## src/common/gba_sound_settings.svh

```systemverilog
`ifndef GBA_SOUND_SETTINGS_SVH
`define GBA_SOUND_SETTINGS_SVH

// mixed sample width, signed
`define SAMPLE_W 10

// clk_100 cycles per length tick, kept short for simulation
`define LEN_DIV 64

// length ticks per envelope tick
`define ENV_PER_LEN 4

// clk_100 cycles per frequency-timer step
`define TONE_DIV 4

// fifo word level that triggers a refill request
`define FIFO_REQ_LEVEL 4

`endif

```

## src/common/gba_sound_pkg.sv

```systemverilog
`include "gba_sound_settings.svh"

package gba_sound_pkg;

    typedef logic signed [`SAMPLE_W-1:0] sample_t;

    typedef logic [3:0] level_t;

    // soundcnt_h[1:0], value 3 is not used by software
    typedef enum logic [1:0] {
        PSG_QUARTER = 2'd0,
        PSG_HALF    = 2'd1,
        PSG_FULL    = 2'd2
    } psg_vol_e;

    // soundcnt4 bit 3
    typedef enum logic {
        NOISE_W15 = 1'b0,
        NOISE_W7  = 1'b1
    } noise_width_e;

    typedef enum logic {
        DS_IDLE    = 1'b0,
        DS_PLAYING = 1'b1
    } ds_state_e;

endpackage

```

## src/common/psg_bus_if.sv

```systemverilog
`timescale 1ns/10ps

interface psg_bus_if;
    import gba_sound_pkg::*;

    level_t ch1;
    level_t ch2;
    level_t ch4;
    logic   on1;
    logic   on2;
    logic   on4;

    modport tone (
        output ch1, ch2, ch4,
        output on1, on2, on4
    );

    modport mixer (
        input ch1, ch2, ch4,
        input on1, on2, on4
    );

endinterface

```

## src/verilog/frame_sequencer.sv

```systemverilog
`timescale 1ns/10ps
`include "gba_sound_settings.svh"

module frame_sequencer (
    input  logic clk_100,
    input  logic arst_n,
    output logic len_tick,
    output logic env_tick
);
    localparam int CYC_W = $clog2(`LEN_DIV);
    localparam int ENV_W = $clog2(`ENV_PER_LEN);

    logic [CYC_W-1:0] cyc_cnt;
    logic [ENV_W-1:0] len_cnt;

    always_ff @(posedge clk_100 or negedge arst_n) begin
        if (!arst_n) begin
            cyc_cnt  <= '0;
            len_cnt  <= '0;
            len_tick <= 1'b0;
            env_tick <= 1'b0;
        end else begin
            len_tick <= 1'b0;
            env_tick <= 1'b0;
            if (cyc_cnt == CYC_W'(`LEN_DIV - 1)) begin
                cyc_cnt  <= '0;
                len_tick <= 1'b1;
                // envelope rides on every ENV_PER_LEN-th length tick
                if (len_cnt == ENV_W'(`ENV_PER_LEN - 1)) begin
                    len_cnt  <= '0;
                    env_tick <= 1'b1;
                end else begin
                    len_cnt <= len_cnt + 1'b1;
                end
            end else begin
                cyc_cnt <= cyc_cnt + 1'b1;
            end
        end
    end

endmodule

```

## src/psg/square_channel.sv

```systemverilog
`timescale 1ns/10ps
`include "gba_sound_settings.svh"

module square_channel (
    input  logic                  clk_100,
    input  logic                  arst_n,
    input  logic                  enable,
    input  logic                  trig,
    input  logic                  len_tick,
    input  logic                  env_tick,
    input  logic [15:0]           duty_len,
    input  logic [15:0]           env_freq,
    output gba_sound_pkg::level_t level,
    output logic                  active
);
    import gba_sound_pkg::*;

    localparam int DIV_W = $clog2(`TONE_DIV);

    logic [DIV_W-1:0] div_cnt;
    logic [11:0]      freq_cnt;
    logic [11:0]      reload;
    logic [2:0]       step;
    logic [7:0]       pattern;
    logic [2:0]       env_cnt;
    logic [6:0]       len_cnt;
    level_t           volume;

    assign reload = 12'd2048 - 12'(env_freq[10:0]);

    always_comb begin
        case (duty_len[7:6])
            2'd0:    pattern = 8'b0000_0001;
            2'd1:    pattern = 8'b1000_0001;
            2'd2:    pattern = 8'b1000_0111;
            default: pattern = 8'b0111_1110;
        endcase
    end

    // frequency timer, one duty step per (2048 - freq) prescaled steps
    always_ff @(posedge clk_100 or negedge arst_n) begin
        if (!arst_n) begin
            div_cnt  <= '0;
            freq_cnt <= '0;
            step     <= '0;
        end else if (!enable || trig) begin
            div_cnt  <= '0;
            freq_cnt <= reload;
            step     <= '0;
        end else if (div_cnt == DIV_W'(`TONE_DIV - 1)) begin
            div_cnt <= '0;
            if (freq_cnt <= 12'd1) begin
                freq_cnt <= reload;
                step     <= step + 3'd1;
            end else begin
                freq_cnt <= freq_cnt - 12'd1;
            end
        end else begin
            div_cnt <= div_cnt + 1'b1;
        end
    end

    // envelope and length counter
    always_ff @(posedge clk_100 or negedge arst_n) begin
        if (!arst_n) begin
            active  <= 1'b0;
            volume  <= '0;
            env_cnt <= '0;
            len_cnt <= '0;
        end else if (!enable) begin
            active  <= 1'b0;
            volume  <= '0;
            env_cnt <= '0;
            len_cnt <= '0;
        end else if (trig) begin
            active  <= 1'b1;
            volume  <= duty_len[15:12];
            env_cnt <= '0;
            len_cnt <= 7'd64 - 7'(duty_len[5:0]);
        end else begin
            if (env_tick && duty_len[10:8] != 3'd0) begin
                if (env_cnt == duty_len[10:8] - 3'd1) begin
                    env_cnt <= '0;
                    if (duty_len[11] && volume != 4'd15) begin
                        volume <= volume + 4'd1;
                    end else if (!duty_len[11] && volume != 4'd0) begin
                        volume <= volume - 4'd1;
                    end
                end else begin
                    env_cnt <= env_cnt + 3'd1;
                end
            end
            if (len_tick && env_freq[14] && active) begin
                if (len_cnt <= 7'd1) begin
                    len_cnt <= '0;
                    active  <= 1'b0;
                end else begin
                    len_cnt <= len_cnt - 7'd1;
                end
            end
        end
    end

    always_ff @(posedge clk_100 or negedge arst_n) begin
        if (!arst_n) begin
            level <= '0;
        end else begin
            level <= (active && pattern[step]) ? volume : '0;
        end
    end

endmodule

```

## src/psg/noise_channel.sv

```systemverilog
`timescale 1ns/10ps

module noise_channel (
    input  logic                  clk_100,
    input  logic                  arst_n,
    input  logic                  enable,
    input  logic                  trig,
    input  logic                  len_tick,
    input  logic                  env_tick,
    input  logic [15:0]           env_len,
    input  logic [15:0]           ctrl,
    output gba_sound_pkg::level_t level,
    output logic                  active
);
    import gba_sound_pkg::*;

    noise_width_e width;
    logic [3:0]   base;
    logic [18:0]  period;
    logic [18:0]  div_cnt;
    logic [14:0]  lfsr;
    logic [14:0]  lfsr_next;
    logic         fb;
    logic [2:0]   env_cnt;
    logic [6:0]   len_cnt;
    level_t       volume;

    assign width  = noise_width_e'(ctrl[3]);
    // ratio 0 counts as half of ratio 1
    assign base   = (ctrl[2:0] == 3'd0) ? 4'd1 : {ctrl[2:0], 1'b0};
    assign period = 19'(base) << ctrl[7:4];

    always_comb begin
        fb        = lfsr[0] ^ lfsr[1];
        lfsr_next = {fb, lfsr[14:1]};
        if (width == NOISE_W7) begin
            lfsr_next[6] = fb;
        end
    end

    always_ff @(posedge clk_100 or negedge arst_n) begin
        if (!arst_n) begin
            div_cnt <= '0;
            lfsr    <= '1;
        end else if (!enable || trig) begin
            div_cnt <= period;
            lfsr    <= '1;
        end else if (div_cnt <= 19'd1) begin
            div_cnt <= period;
            lfsr    <= lfsr_next;
        end else begin
            div_cnt <= div_cnt - 19'd1;
        end
    end

    // envelope and length, same register layout as the square channels
    always_ff @(posedge clk_100 or negedge arst_n) begin
        if (!arst_n) begin
            active  <= 1'b0;
            volume  <= '0;
            env_cnt <= '0;
            len_cnt <= '0;
        end else if (!enable) begin
            active  <= 1'b0;
            volume  <= '0;
            env_cnt <= '0;
            len_cnt <= '0;
        end else if (trig) begin
            active  <= 1'b1;
            volume  <= env_len[15:12];
            env_cnt <= '0;
            len_cnt <= 7'd64 - 7'(env_len[5:0]);
        end else begin
            if (env_tick && env_len[10:8] != 3'd0) begin
                if (env_cnt == env_len[10:8] - 3'd1) begin
                    env_cnt <= '0;
                    if (env_len[11] && volume != 4'd15) begin
                        volume <= volume + 4'd1;
                    end else if (!env_len[11] && volume != 4'd0) begin
                        volume <= volume - 4'd1;
                    end
                end else begin
                    env_cnt <= env_cnt + 3'd1;
                end
            end
            if (len_tick && ctrl[14] && active) begin
                if (len_cnt <= 7'd1) begin
                    len_cnt <= '0;
                    active  <= 1'b0;
                end else begin
                    len_cnt <= len_cnt - 7'd1;
                end
            end
        end
    end

    always_ff @(posedge clk_100 or negedge arst_n) begin
        if (!arst_n) begin
            level <= '0;
        end else begin
            level <= (active && !lfsr[0]) ? volume : '0;
        end
    end

endmodule

```

## src/psg/psg_mixer.sv

```systemverilog
`timescale 1ns/10ps

module psg_mixer (
    input  logic                   clk_100,
    input  logic                   arst_n,
    psg_bus_if.mixer               bus,
    input  logic [15:0]            soundcnt_l,
    input  logic [15:0]            soundcnt_h,
    output gba_sound_pkg::sample_t psg_l,
    output gba_sound_pkg::sample_t psg_r
);
    import gba_sound_pkg::*;

    psg_vol_e   psg_vol;
    logic [5:0] sum_l;
    logic [5:0] sum_r;
    logic [8:0] scaled_l;
    logic [8:0] scaled_r;

    function automatic logic [8:0] apply_vol(logic [8:0] v, psg_vol_e sel);
        case (sel)
            PSG_QUARTER: return v >> 2;
            PSG_HALF:    return v >> 1;
            default:     return v;
        endcase
    endfunction

    assign psg_vol = psg_vol_e'(soundcnt_h[1:0]);

    // right enables at 8+n, left at 12+n
    always_comb begin
        sum_l = '0;
        sum_r = '0;
        if (bus.on1 && soundcnt_l[8])  sum_r = sum_r + 6'(bus.ch1);
        if (bus.on2 && soundcnt_l[9])  sum_r = sum_r + 6'(bus.ch2);
        if (bus.on4 && soundcnt_l[11]) sum_r = sum_r + 6'(bus.ch4);
        if (bus.on1 && soundcnt_l[12]) sum_l = sum_l + 6'(bus.ch1);
        if (bus.on2 && soundcnt_l[13]) sum_l = sum_l + 6'(bus.ch2);
        if (bus.on4 && soundcnt_l[15]) sum_l = sum_l + 6'(bus.ch4);
        scaled_r = 9'(sum_r) * (9'(soundcnt_l[2:0]) + 9'd1);
        scaled_l = 9'(sum_l) * (9'(soundcnt_l[6:4]) + 9'd1);
    end

    always_ff @(posedge clk_100 or negedge arst_n) begin
        if (!arst_n) begin
            psg_l <= '0;
            psg_r <= '0;
        end else begin
            psg_l <= sample_t'({1'b0, apply_vol(scaled_l, psg_vol)});
            psg_r <= sample_t'({1'b0, apply_vol(scaled_r, psg_vol)});
        end
    end

endmodule

```

## src/verilog/direct_sound.sv

```systemverilog
`timescale 1ns/10ps
`include "gba_sound_settings.svh"

module direct_sound (
    input  logic                   clk_100,
    input  logic                   arst_n,
    input  logic                   timer_ovf,
    input  logic                   ds_reset,
    input  logic                   full_vol,
    input  logic [3:0]             fifo_level,
    input  logic [31:0]            fifo_data,
    output logic                   fifo_rd,
    output logic                   fifo_clr,
    output logic                   sound_req,
    output gba_sound_pkg::sample_t ds_sample
);
    import gba_sound_pkg::*;

    ds_state_e  state;
    logic [1:0] byte_idx;
    logic [1:0] sel;
    logic [7:0] cur_byte;
    sample_t    scaled;
    logic       advance;

    assign advance = timer_ovf && (fifo_level != 4'd0);
    // a fresh start always begins at the low byte of the head word
    assign sel      = (state == DS_IDLE) ? 2'd0 : byte_idx;
    assign cur_byte = fifo_data[{sel, 3'b000} +: 8];
    assign scaled   = full_vol ? sample_t'({cur_byte, 2'b00})
                               : sample_t'({cur_byte[7], cur_byte, 1'b0});

    always_ff @(posedge clk_100 or negedge arst_n) begin
        if (!arst_n) begin
            state     <= DS_IDLE;
            byte_idx  <= '0;
            ds_sample <= '0;
            fifo_rd   <= 1'b0;
            fifo_clr  <= 1'b0;
            sound_req <= 1'b0;
        end else begin
            fifo_rd   <= 1'b0;
            sound_req <= 1'b0;
            fifo_clr  <= ds_reset;
            if (ds_reset) begin
                state     <= DS_IDLE;
                byte_idx  <= '0;
                ds_sample <= '0;
            end else if (advance) begin
                state     <= DS_PLAYING;
                byte_idx  <= sel + 2'd1;
                ds_sample <= scaled;
                // last byte of the word pops the fifo
                if (sel == 2'd3) begin
                    fifo_rd   <= 1'b1;
                    sound_req <= (fifo_level - 4'd1) <= 4'(`FIFO_REQ_LEVEL);
                end
            end
        end
    end

endmodule

```

## src/verilog/sound_mixer.sv

```systemverilog
`timescale 1ns/10ps
`include "gba_sound_settings.svh"

module sound_mixer (
    input  logic                   clk_100,
    input  logic                   arst_n,
    input  logic                   sample_tick,
    input  gba_sound_pkg::sample_t psg_l,
    input  gba_sound_pkg::sample_t psg_r,
    input  gba_sound_pkg::sample_t ds_a,
    input  gba_sound_pkg::sample_t ds_b,
    input  logic [15:0]            soundcnt_h,
    output gba_sound_pkg::sample_t out_l,
    output gba_sound_pkg::sample_t out_r,
    output logic                   out_valid
);
    import gba_sound_pkg::*;

    localparam int SUM_W = `SAMPLE_W + 2;

    logic signed [SUM_W-1:0] sum_l;
    logic signed [SUM_W-1:0] sum_r;
    sample_t                 mix_l;
    sample_t                 mix_r;

    function automatic sample_t clamp(logic signed [SUM_W-1:0] v);
        if (v > SUM_W'(511)) return sample_t'(511);
        if (v < -SUM_W'(512)) return sample_t'(-512);
        return sample_t'(v[`SAMPLE_W-1:0]);
    endfunction

    always_comb begin
        sum_l = SUM_W'(psg_l);
        sum_r = SUM_W'(psg_r);
        if (soundcnt_h[8])  sum_r = sum_r + SUM_W'(ds_a);
        if (soundcnt_h[9])  sum_l = sum_l + SUM_W'(ds_a);
        if (soundcnt_h[12]) sum_r = sum_r + SUM_W'(ds_b);
        if (soundcnt_h[13]) sum_l = sum_l + SUM_W'(ds_b);
    end

    always_ff @(posedge clk_100 or negedge arst_n) begin
        if (!arst_n) begin
            mix_l     <= '0;
            mix_r     <= '0;
            out_l     <= '0;
            out_r     <= '0;
            out_valid <= 1'b0;
        end else begin
            mix_l     <= clamp(sum_l);
            mix_r     <= clamp(sum_r);
            out_valid <= sample_tick;
            // codec side takes the pair on its strobe
            if (sample_tick) begin
                out_l <= mix_l;
                out_r <= mix_r;
            end
        end
    end

endmodule

```

## src/verilog/gba_sound_top.sv

```systemverilog
`timescale 1ns/10ps

module gba_sound_top (
    input  logic                   clk_100,
    input  logic                   arst_n,
    input  logic                   sample_tick,
    input  logic                   trig1,
    input  logic                   trig2,
    input  logic                   trig4,
    input  logic                   timer0_ovf,
    input  logic                   timer1_ovf,
    input  logic                   ds_a_reset,
    input  logic                   ds_b_reset,
    input  logic [15:0]            sound1cnt_h,
    input  logic [15:0]            sound1cnt_x,
    input  logic [15:0]            sound2cnt_l,
    input  logic [15:0]            sound2cnt_h,
    input  logic [15:0]            sound4cnt_l,
    input  logic [15:0]            sound4cnt_h,
    input  logic [15:0]            soundcnt_l,
    input  logic [15:0]            soundcnt_h,
    input  logic [15:0]            soundcnt_x,
    input  logic [3:0]             fifo_level_a,
    input  logic [3:0]             fifo_level_b,
    input  logic [31:0]            fifo_data_a,
    input  logic [31:0]            fifo_data_b,
    output logic                   fifo_rd_a,
    output logic                   fifo_rd_b,
    output logic                   fifo_clr_a,
    output logic                   fifo_clr_b,
    output logic                   sound_req_a,
    output logic                   sound_req_b,
    output gba_sound_pkg::sample_t out_l,
    output gba_sound_pkg::sample_t out_r,
    output logic                   out_valid
);
    import gba_sound_pkg::*;

    logic    len_tick;
    logic    env_tick;
    logic    timer_a;
    logic    timer_b;
    sample_t psg_l;
    sample_t psg_r;
    sample_t ds_a_sample;
    sample_t ds_b_sample;

    psg_bus_if psg_bus ();

    // timer select bits for each direct channel
    assign timer_a = soundcnt_h[10] ? timer1_ovf : timer0_ovf;
    assign timer_b = soundcnt_h[14] ? timer1_ovf : timer0_ovf;

    frame_sequencer u_frame_sequencer (
        .clk_100, .arst_n, .len_tick, .env_tick
    );

    square_channel sq1 (
        .clk_100, .arst_n, .enable(soundcnt_x[7]), .trig(trig1),
        .len_tick, .env_tick, .duty_len(sound1cnt_h), .env_freq(sound1cnt_x),
        .level(psg_bus.ch1), .active(psg_bus.on1)
    );

    square_channel sq2 (
        .clk_100, .arst_n, .enable(soundcnt_x[7]), .trig(trig2),
        .len_tick, .env_tick, .duty_len(sound2cnt_l), .env_freq(sound2cnt_h),
        .level(psg_bus.ch2), .active(psg_bus.on2)
    );

    noise_channel u_noise_channel (
        .clk_100, .arst_n, .enable(soundcnt_x[7]), .trig(trig4),
        .len_tick, .env_tick, .env_len(sound4cnt_l), .ctrl(sound4cnt_h),
        .level(psg_bus.ch4), .active(psg_bus.on4)
    );

    psg_mixer u_psg_mixer (
        .clk_100, .arst_n, .bus(psg_bus.mixer),
        .soundcnt_l, .soundcnt_h, .psg_l, .psg_r
    );

    direct_sound ds_a (
        .clk_100, .arst_n, .timer_ovf(timer_a), .ds_reset(ds_a_reset),
        .full_vol(soundcnt_h[2]), .fifo_level(fifo_level_a), .fifo_data(fifo_data_a),
        .fifo_rd(fifo_rd_a), .fifo_clr(fifo_clr_a), .sound_req(sound_req_a),
        .ds_sample(ds_a_sample)
    );

    direct_sound ds_b (
        .clk_100, .arst_n, .timer_ovf(timer_b), .ds_reset(ds_b_reset),
        .full_vol(soundcnt_h[3]), .fifo_level(fifo_level_b), .fifo_data(fifo_data_b),
        .fifo_rd(fifo_rd_b), .fifo_clr(fifo_clr_b), .sound_req(sound_req_b),
        .ds_sample(ds_b_sample)
    );

    sound_mixer u_sound_mixer (
        .clk_100, .arst_n, .sample_tick, .psg_l, .psg_r,
        .ds_a(ds_a_sample), .ds_b(ds_b_sample), .soundcnt_h,
        .out_l, .out_r, .out_valid
    );

endmodule

```

## config.mk

```make
export PLATFORM = sky130hd
export DESIGN_NAME = gba_sound_top
export DESIGN_NICKNAME = d
export VERILOG_FILES = /design/src/common/gba_sound_pkg.sv /design/src/common/psg_bus_if.sv /design/src/verilog/frame_sequencer.sv /design/src/psg/square_channel.sv /design/src/psg/noise_channel.sv /design/src/psg/psg_mixer.sv /design/src/verilog/direct_sound.sv /design/src/verilog/sound_mixer.sv /design/src/verilog/gba_sound_top.sv
export VERILOG_INCLUDE_DIRS = /design/src /design/src/common
export SDC_FILE = /design/constraint.sdc
export NUM_CORES = 1
export LEC_CHECK = 0
export BUFFER_PORTS_ARGS = -buffer_cell sky130_fd_sc_hd__buf_4
export CAP_MARGIN = 0
export CORE_ASPECT_RATIO = 1.2
export CORE_MARGIN = 10
export CORE_UTILIZATION = 30
export DETAILED_ROUTE_END_ITERATION = 16
export PLACE_DENSITY = 0.48
export RECOVER_POWER = 25
export REMOVE_ABC_BUFFERS = 1
export SYNTH_ARGS = -nofsm -noshare
export SYNTH_HDL_FRONTEND = slang
export SYNTH_SLANG_ARGS = --single-unit
```

## constraint.sdc

```tcl
create_clock -name clk_100 -period 8.4 [get_ports clk_100]
set_input_delay 0.42 -clock clk_100 [delete_from_list [all_inputs] [get_ports clk_100]]
set_output_delay 0.42 -clock clk_100 [all_outputs]
set_load 0.01 [all_outputs]
```

Yosys cells after proc, flatten, opt, wreduce, memory -nomap -nowiden
Index checks and enable logic that the tools add are counted.
Widths: inputs -> output; s select.

cells by class
  $add $sub $neg = 43
  multiply operators = 2
  magnitude comparators = 14
  equality and inequality tests = 32
  shifts and indexed selects = 3
  mux-type cells = 146
  bitwise operators = 1
  reductions and logical operators = 61

operators with widths
  kind                    count
  $mux 10                 12
  $mux 12                 10
  $mux 4                  24
  $mux 7                  12
  $shiftx 32x6->8         2
  $mux 3                  18
  $pmux 8 s3              2
  $mux 1                  42
  $mux 19                 2
  $ne 3x2->1 const B      12
  $pmux 9 s2              2
  $mux 15                 2
  $mux 6                  5
  $logic_and 1x1->1       26
  $add 12x10->12          2
  $gt 12x10->1 const B    2
  $le 12x1->1 const B     2
  $lt 12x10->1 const B    2
  $sub 12x1->12 const B   2
  $sub 12x11->12 const A  2
  $add 10x10->11          2
  $mux 2                  11
  $le 7x1->1 const B      3
  $sub 7x1->7 const B     3
  34 further kinds        100

storage, ports and cells
  register bits = 226
  input bits = 226
  output and inout bits = 27
  word-level logic and storage cells = 348

Longest topological paths before layout
Gate-level depths: netlist of the first run.

  depth after elaboration = 9
  gate-level depth with buffers = 25
  gate-level depth less buffers = 25

Hierarchy
Synthesis of the first run repeated with hierarchy kept, for this count alone.

unflattened totals
  cells, all modules = 2001
  area total of the unflattened synthesis = 17934.7 µm²

modules (own cells, without submodules)
  module                times used  cells each  area an instance (µm²)  seq. area each (µm²)
  sound_mixer           1           440         3947.5                  1026.0
  noise_channel         1           363         3275.6                  1345.0
  psg_mixer             1           358         3021.6                  450.4
  square_channel (sq2)  1           286         2595.0                  900.9
  square_channel (sq1)  1           302         2583.7                  900.9
  direct_sound (ds_b)   1           113         1048.5                  375.4
  direct_sound (ds_a)   1           106         1021.0                  375.4
  frame_sequencer       1           31          415.4                   250.2
  gba_sound_top         1           2           26.3                    0.0

Worst setup path before layout of the first run
No wires, ideal clock.

  path type = reg-to-reg
  start point = register sq1.active
  end point = register u_psg_mixer.psg_r[7]
  setup time = 0.132 ns
  data arrival time = 5.032 ns
  required time = 8.268 ns
  setup slack = 3.236 ns
  stages on the path, launching flop included = 24
  period minus slack after synthesis = 5.164 ns
  cells stage by stage = dfrtp_1 -> and3_1 -> ha_1 -> fa_1 -> mux2i_1 -> inv_1 -> ha_1 -> a21o_1 -> a21o_1 -> xor2_1 -> mux2i_1 -> nor2b_1 -> fa_1 -> inv_1 -> fa_1 -> inv_1 -> ha_1 -> a21o_1 -> a21oi_1 -> o21bai_1 -> a21oi_1 -> xnor2_1 -> xnor2_1 -> o21ai_0

between the ends
  cells in the longest elaborated chain, start to end = 8

RTL lines
  item                    line                  text
  from (decl)             square_channel.sv:14  output logic active
  from (signal assigned)  square_channel.sv:66  active <= 1'b0;
  from (signal assigned)  square_channel.sv:71  active <= 1'b0;
  from (signal assigned)  square_channel.sv:76  active <= 1'b1;
  $logic_and 1x1->1 (*)   psg_mixer.sv:34       if (bus.on1 && soundcnt_l[8]) sum_r = sum_r + 6'(bus.ch1);
  $mux 4 (*)              psg_mixer.sv:34
  $add 4x4->5             psg_mixer.sv:35       if (bus.on2 && soundcnt_l[9]) sum_r = sum_r + 6'(bus.ch2);
  $mux 6 (*)              psg_mixer.sv:35
  $add 6x4->6             psg_mixer.sv:36       if (bus.on4 && soundcnt_l[11]) sum_r = sum_r + 6'(bus.ch4);
  $mux 6 (*)              psg_mixer.sv:36
  $mul 6x9->9 (*)         psg_mixer.sv:40       scaled_r = 9'(sum_r) * (9'(soundcnt_l[2:0]) + 9'd1);
  $pmux 9 s2 (*)          psg_mixer.sv:21       case (sel)
  to (signal assigned)    psg_mixer.sv:50       psg_r <= sample_t'({1'b0, apply_vol(scaled_r, psg_vol)});
  to (decl)               psg_mixer.sv:10       output gba_sound_pkg::sample_t psg_r

Every way passes the cells marked *; elsewhere a longest branch is shown, timed or not.
A chain may end at the register's enable or synchronous reset.

Worst setup path after layout of the first run
  start point = register sq1.active
  end point = register u_psg_mixer.psg_r[6]

Same word-level chain as after synthesis.

==> run_results.csv, run 1 <==
group,metric,value,unit
setup_path,criticalPathCategory,"register to register",
global_routing,grt_pass1_wl,76.3,mm
pwr,power,3470,uW
synthesis,synthTopCellsByCount,"209 x dfrtp_1, 192 x nand2_1, 169 x o21ai_0, 152 x nor2_1, 121 x ha_1",
setup_path,path_max_fanout,10,
place,port-buffer-count,210,
routing,ant_nets,0,
clocking,post_cts_buffers,0,
routing,dr.pass1.iters,5,
routing,vias_per_cell,5.00,
clocking,cts-resized-gates,0,
place,place.gp.congestion,0.856,
sta,relSlewSlack,20.5,%
pwr,p_leak,0.00914,uW
clocking,cts-root-buf,"clkbuf_16",
setup_path,r2r_start,"sq1.active",
sta,setup-violations-final,0,
synthesis,synth_cell_types,82,
routing,routed_wl,46.5,mm
final_layout,drive_above_1_share,16.5,%
global_routing,grt_usage,13.9,%
clocking,insertion_delay,0.57,ns
synthesis,syn_inst,1909,
setup_path,max_stage_delay,0.53,ns
routing,route.met2.wl,23.9,mm
pwr,p_per_area,175,nW/um^2
setup_path,crit_arrival,6.31,ns
synthesis,netlist.area_leader.share,31.5,%
synthesis,synth_area_leaders,"dfrtp_1 32%, ha_1 9.1%, o21ai_0 5.1%",
clocking,htreeDepth,1,
routing,route.vias.total,14200,
synthesis,async_flop_share,100,%
floorplan,die_h,278,um
floorplan,start_util,30.3,%
floorplan,num_rows,94,
setup_path,reg2reg_depth,23,
clocking,cts_tree,"done",
sta,layout_min_cycle_time,5.88,ns
synthesis,synth_edf_count,0,
worst_hold_path,hp-class,"input pin to async pin",
clocking,clock_sinks,224,
sta,rsz0062_at_grt,"no",
routing,met1_length,19.4,mm
pwr,ir_drop,0.128,mV
status,violations,"hold timing",
floorplan,core_area,54800,sq um
sta,max_freq,0.170,GHz
clocking,cts_buffers,28,
status,status,"finished, violations left",
routing,drc,0,
routing,met3_length,2.19,mm
final_layout,fillCellCount,5728,
setup_path,path_buf_inv,3,
global_routing,grt_max_degree,121,
routing,wl_per_cell,16.4,um
sta,worstMarginPinSlew,1.19,ns
floorplan,io_pins,253,
global_routing,antenna_found_initial,4,
setup_path,startpoint_type,"register",
synthesis,syn_area,16600,sq um
routing,drtIter0Drc,631,
floorplan,die_x,235,um
place,dpl.hpwl,36.4,mm
flow_run,cap_violations,0,
final_layout,fin_nets,2461,
floorplan,die-area,65200,sq um
synthesis,ys_seq_area_share,33.9,%
clocking,cts_buffer_depth,3,
setup_path,critPathSlowestCell,"fa_1",
routing,top_layer,"met5",
global_routing,grt_overflow_total,0,
setup_path,cp-end-kind,"register",
sta,hold_viol,31,
final_layout,syn2layout_area_growth,19.6,%
synthesis,synth_top_area_cell,"dfrtp_1",
sta,slew_viol_final,0,
global_routing,grt_pass1_vias,14500,
sta,timing.setup.tns,0,ns
synthesis,ys_ff_latch,224,
synthesis,synth_area_per_cell,8.70,sq um
synthesis,yosys_warnings,0,
setup_path,critPathRequiredTime,8.83,ns
setup_path,path_cells,"and3_1 > ha_1 > fa_1 > mux2i_1 > inv_1 > ha_1 > a21o_1 > a21o_1 > xor2_1 > mux2i_1 > nor2b_1 > fa_1 > inv_1 > fa_1 > inv_1 > ha_1 > a21o_1 > a21oi_1 > o21bai_1 > a21oi_1 > xnor2_1 > xnor2_1 > o31ai_1",
clocking,clkSlewWorstSetupHoldPaths,0.06,ns
synthesis,synth_flop_cell,"dfrtp_1",
synthesis,synth.most_common_cell,"dfrtp_1",
sta,fin_worst_skew,0.0241,ns
setup_path,critical_path.top_delay_family,"adder cells",
setup_path,reg2reg_slack,2.52,ns
sta,period_share,70.0,%
sta,holdWs,-0.0612,ns
setup_path,r2r_end,"u_psg_mixer.psg_r[6]",
clocking,postCtsHoldBufs,0,
[state kept, by name, indices dropped and copies added (netlist names), 4 cells and up]
register / cells
sq1.len_cnt: 7
u_sound_mixer.mix_r: 10
u_frame_sequencer.cyc_cnt: 6
sq2.volume: 4
u_sound_mixer.mix_l: 10
u_noise_channel.lfsr: 15
u_noise_channel.level: 4
u_sound_mixer.out_r: 10
u_noise_channel.volume: 4
sq1.volume: 4
ds_b.ds_sample: 9
u_noise_channel.div_cnt: 19
sq2.len_cnt: 7
u_psg_mixer.psg_r: 9
u_psg_mixer.psg_l: 9
sq1.level: 4
u_noise_channel.len_cnt: 7
ds_a.ds_sample: 9
sq1.freq_cnt: 12
sq2.level: 4
sq2.freq_cnt: 12
u_sound_mixer.out_l: 10
[how the worst max path moves through the flow]
stage | from | to | slack [ns] | depth (start not counted)
2_1_floorplan | sq1.active | u_psg_mixer.psg_r[7] | 3.24 | 23
4_1_cts | sq1.active | u_psg_mixer.psg_r[6] | 2.44 | 23
3_5_place_dp | soundcnt_l[8] | u_psg_mixer.psg_r[6] | 2.46 | 24
6_report | sq1.active | u_psg_mixer.psg_r[6] | 2.52 | 23
3_3_place_gp | soundcnt_l[8] | u_psg_mixer.psg_r[6] | 2.56 | 24
5_1_grt | sq1.active | u_psg_mixer.psg_r[6] | 1.96 | 23
[metal layers]
layer  up-vias  track usage, %
li1       7144               -
met1      6722            16.0
met2       222            25.5
met3        58            3.05
met4         6            3.13
met5         -               0
[metrics by stage]
| step | hold slack (ns) | utilization [%] | cells | setup slack (ns) | cell area [sq um] |
|---|---|---|---|---|---|
| floorplan | 0.124 | - | 1839 | 3.24 | 16300 |
| global placement | 0.421 | 34.4 | 2777 | 2.56 | 18900 |
| detailed placement | 0.428 | 34.4 | 2777 | 2.46 | 18900 |
| CTS | 0.00183 | 36.2 | 2829 | 2.44 | 19900 |
| global route | 0.0300 | 36.2 | 2829 | 1.96 | 19900 |
| finish | -0.0612 | 36.2 | 2831 | 2.52 | 19900 |
[logic make-up (layout without fill, tap and decap cells)]
family / count (synthesis) / in the layout / synth area share (%)
xor gates and xnor gates: 119 / 119 / 6.28
muxes: 91 / 91 / 5.80
adders and majority gates: 150 / 150 / 12.5
AOI/OAI and AO/OA: 481 / 481 / 17.9
other: 0 / 2 / 0
buffers and inverters: 181 / 381 / 4.22
DFF: 224 / 224 / 33.9
and+or+nand+nor: 663 / 663 / 19.4
[placed cells by master (no fill, tap or decap), drive strengths merged, types with 11 or more instances in the layout]
| master | instances |
|---|---|
| dfstp | 15 |
| ha | 121 |
| fa | 27 |
| nor2 | 154 |
| dfrtp | 209 |
| a21o | 25 |
| nor3 | 65 |
| and2 | 30 |
| nor2b | 37 |
| inv | 111 |
| nand4 | 11 |
| xor2 | 41 |
| xnor2 | 78 |
| and3 | 12 |
| a21oi | 99 |
| nand3 | 58 |
| o21ai | 175 |
| a211oi | 50 |
| buf | 215 |
| nor4 | 25 |
| mux2 | 41 |
| nand2b | 22 |
| o31ai | 21 |
| nand2 | 193 |
| a31oi | 27 |
| mux2i | 50 |
| clkbuf | 35 |
[final cells by class]
type                       instances  area, sq um  area share (%)
sequential                       224         5620            28.3
clock inverter                    20          263            1.32
timing repair buffer             218         1630            8.22
multi-input combinational       1504        10300            51.8
clock buffer                      32          736            3.71
antenna                            2         5.00          0.0252
tap                              720          901            4.54
inverter                         111          417            2.10
[power by group]
part | switching (uW) | internal (uW) | leakage [uW]
registers | 116 | 1210 | 0.00288
clock network | 516 | 787 | 0.000462
logic | 465 | 385 | 0.00580
(Power assumes the default switching activity.)
==> run 2: changes to the inputs <==
Clock period 8.4 ns to 5.9 ns, I/O delays scaled along.
==> run 2 against run 1 <==
Compared with the run above:
- the run ends with capacitance limit, slew limit left
- worst setup slack worse by 2.1 ns
- non-clock buffer count up 12
- register-to-register slack got worse by 2.1 ns
- sequential cell count is the same
- count of clock-buffer cells in the layout rose by 2
- core utilization increased by 0.44 points
- die area unchanged
- sequential share of layout area shrank 0.34 points
- power is 49% higher
- combinational power rose by 44%
==> run_results.csv, run 2 (synthesis gave the netlist of run 1 again) <==
group,metric,value,unit
setup_path,cp-end-kind,"register",
global_routing,grt_pass1_vias,14400,
worst_hold_path,hp-class,"input pin to register",
place,place.gp.congestion,0.835,
clocking,htreeDepth,1,
final_layout,multi_input_area,10300,sq um
setup_path,criticalPathCategory,"register to register",
floorplan,start_util,30.3,%
clocking,cts_buffers,28,
pwr,p_per_area,257,nW/um^2
setup_path,crit_arrival,5.92,ns
place,dpl.hpwl,36.5,mm
global_routing,use_met2,25.5,%
final_layout,largest_reg_flops,19,
pwr,p_sw,1580,uW
pwr,cellInternalPower,3580,uW
status,status,"finished, violations left",
sta,layout_min_cycle_time,5.49,ns
global_routing,antenna_found_initial,4,
clocking,clock_sinks,224,
setup_path,reg2reg_depth,22,
global_routing,grt_max_degree,137,
final_layout,layout_common_cells,"214 x buf_4, 209 x dfrtp_1, 192 x nand2_1",
global_routing,grt_usage,13.9,%
sta,setup-violations-final,0,
global_routing,busiest_layer,"met2",
routing,routed_wl,47.0,mm
floorplan,core_area,54800,sq um
sta,relSlewSlack,-191,%
sta,worstMarginPinSlew,4.36,ns
sta,fin_worst_skew,0.0103,ns
routing,ant_nets,0,
final_layout,fin_nets,2473,
final_layout,seq_area,5620,sq um
flow_run,cap_violations,1,
place,port-buffer-count,210,
floorplan,die-area,65200,sq um
sta,max_freq,0.182,GHz
final_layout,postLayoutCoreUtil,36.7,%
setup_path,critPathRequiredTime,6.33,ns
setup_path,startpoint_type,"register",
pwr,p_leak,0.00926,uW
global_routing,grt_pass1_wl,76.4,mm
floorplan,num_rows,94,
routing,dr.pass1.iters,5,
pwr,pwr-share-clk,39.9,%
sta,slew_viol_final,89,
final_layout,largest_register,"u_noise_channel.div_cnt",
status,violations,"capacitance limit, slew limit",
worst_hold_path,min_from,"sound2cnt_h[0]",
clocking,cts_tree,"done",
floorplan,io_pins,253,
floorplan,die_x,235,um
sta,rsz0062_at_grt,"no",
routing,route.vias.total,14200,
setup_path,path_max_fanout,7,
final_layout,syn2layout_area_growth,21.0,%
routing,vias_per_cell,4.99,
global_routing,grtUsageMet3,2.98,%
clocking,clkSlewWorstSetupHoldPaths,0.06,ns
final_layout,largest_registers,"u_noise_channel.div_cnt: 19 flops, u_noise_channel.lfsr: 15 flops",
routing,drtIter0Drc,672,
pwr,p_comb_share,23.6,%
worst_hold_path,hold_end,"sq2.freq_cnt[0]",
global_routing,grt_util_met1,15.9,%
clocking,cts-root-buf,"clkbuf_16",
setup_path,reg2reg_slack,0.41,ns
setup_path,r2r_end,"u_psg_mixer.psg_l[7]",
final_layout,drive_above_1_share,16.7,%
final_layout,fillCellCount,5726,
floorplan,die_h,278,um
pwr,ir_drop,0.241,mV
routing,wl_per_cell,16.5,um
routing,drc,0,
setup_path,r2r_start,"sq1.active",
worst_hold_path,hold_depth,3,
sta,period_share,93.1,%
pwr,seq_power_share,36.4,%
global_routing,grt_overflow_total,0,
sta,timing.setup.tns,0,ns
clocking,cts_buffer_depth,3,
pwr,switching_share,30.7,%
sta,hold_viol,0,
final_layout,final_common_cell,"buf_4",
clocking,insertion_delay,0.56,ns
## run 2: repair_timing
| item | CTS | global route |
|---|---|---|
| endpoints found under the setup margin | 0 | 6 |
| buffers inserted | 0 | 1 |
| endpoints found under the hold margin | 115 | 0 |
| hold buffers | 11 | 0 |
| gates resized for setup | 0 | 3 |
## run 2: worst max-delay path, stage by stage (launching register included)
cell      delay, ns
dfrtp_1        0.42
and3_1         0.23
ha_1           0.28
a21o_1         0.18
maj3_1         0.36
xnor2_1        0.13
o21ai_0        0.34
ha_1           0.35
o21ai_0        0.10
a21oi_1        0.11
xnor2_1        0.32
nor2b_1        0.11
fa_1           0.51
inv_1          0.06
fa_1           0.53
inv_1          0.04
ha_1           0.34
a21oi_2        0.18
o21bai_1       0.08
a21oi_1        0.17
xnor2_1        0.09
xnor2_1        0.29
o21ai_0        0.13
## run 2: area by class of cell
class / count / area share (%)
Timing Repair Buffer: 230 / 8.75
Multi-Input combinational cell: 1504 / 51.2
Clock inverter: 18 / 1.54
Antenna cell: 1 / 0.0125
Inverter: 111 / 2.07
Tap cell: 720 / 4.48
Sequential cell: 224 / 28.0
Clock buffer: 34 / 3.95
## run 2: stage by stage
stage / setup slack (ns) / hold slack (ns) / std cells / power [uW] / area (sq um)
detailed placement: 0.322 / 0.374 / 2777 / 3140 / 18900
CTS: 0.296 / 0.000583 / 2840 / 5270 / 20100
global route: 0.0232 / 0.0338 / 2841 / 5490 / 20100
global placement: 0.414 / 0.370 / 2777 / 3120 / 18900
floorplan: 0.736 / -0.000591 / 1839 / 2640 / 16300
finish: 0.408 / 0.0327 / 2842 / 5170 / 20100
## run 2: power groups by stage
stage	logic [uW]	registers, uW	clock network, uW
floorplan	763	1870	0
global placement	1210	1900	0
detailed placement	1230	1910	0
CTS	1240	1880	2140
global route	1390	1910	2190
finish	1220	1880	2060
## run 2: worst max path at each step
stage                    start              endpoint  slack (ns)
finish              sq1.active  u_psg_mixer.psg_l[7]        0.41
global route        sq1.active  u_psg_mixer.psg_l[7]        0.02
CTS                 sq1.active  u_psg_mixer.psg_l[7]        0.30
detailed placement  sq1.active  u_psg_mixer.psg_l[7]        0.32
global placement    sq1.active  u_psg_mixer.psg_l[7]        0.41
floorplan           sq1.active  u_psg_mixer.psg_r[7]        0.74
## run 2: metal layers
| layer | wire length (um) | vias to the layer above |
|---|---|---|
| met5 | 34 | - |
| met3 | 2260 | 65 |
| met1 | 19600 | 6722 |
| li1 | - | 7155 |
| met4 | 1280 | 6 |
| met2 | 23900 | 231 |
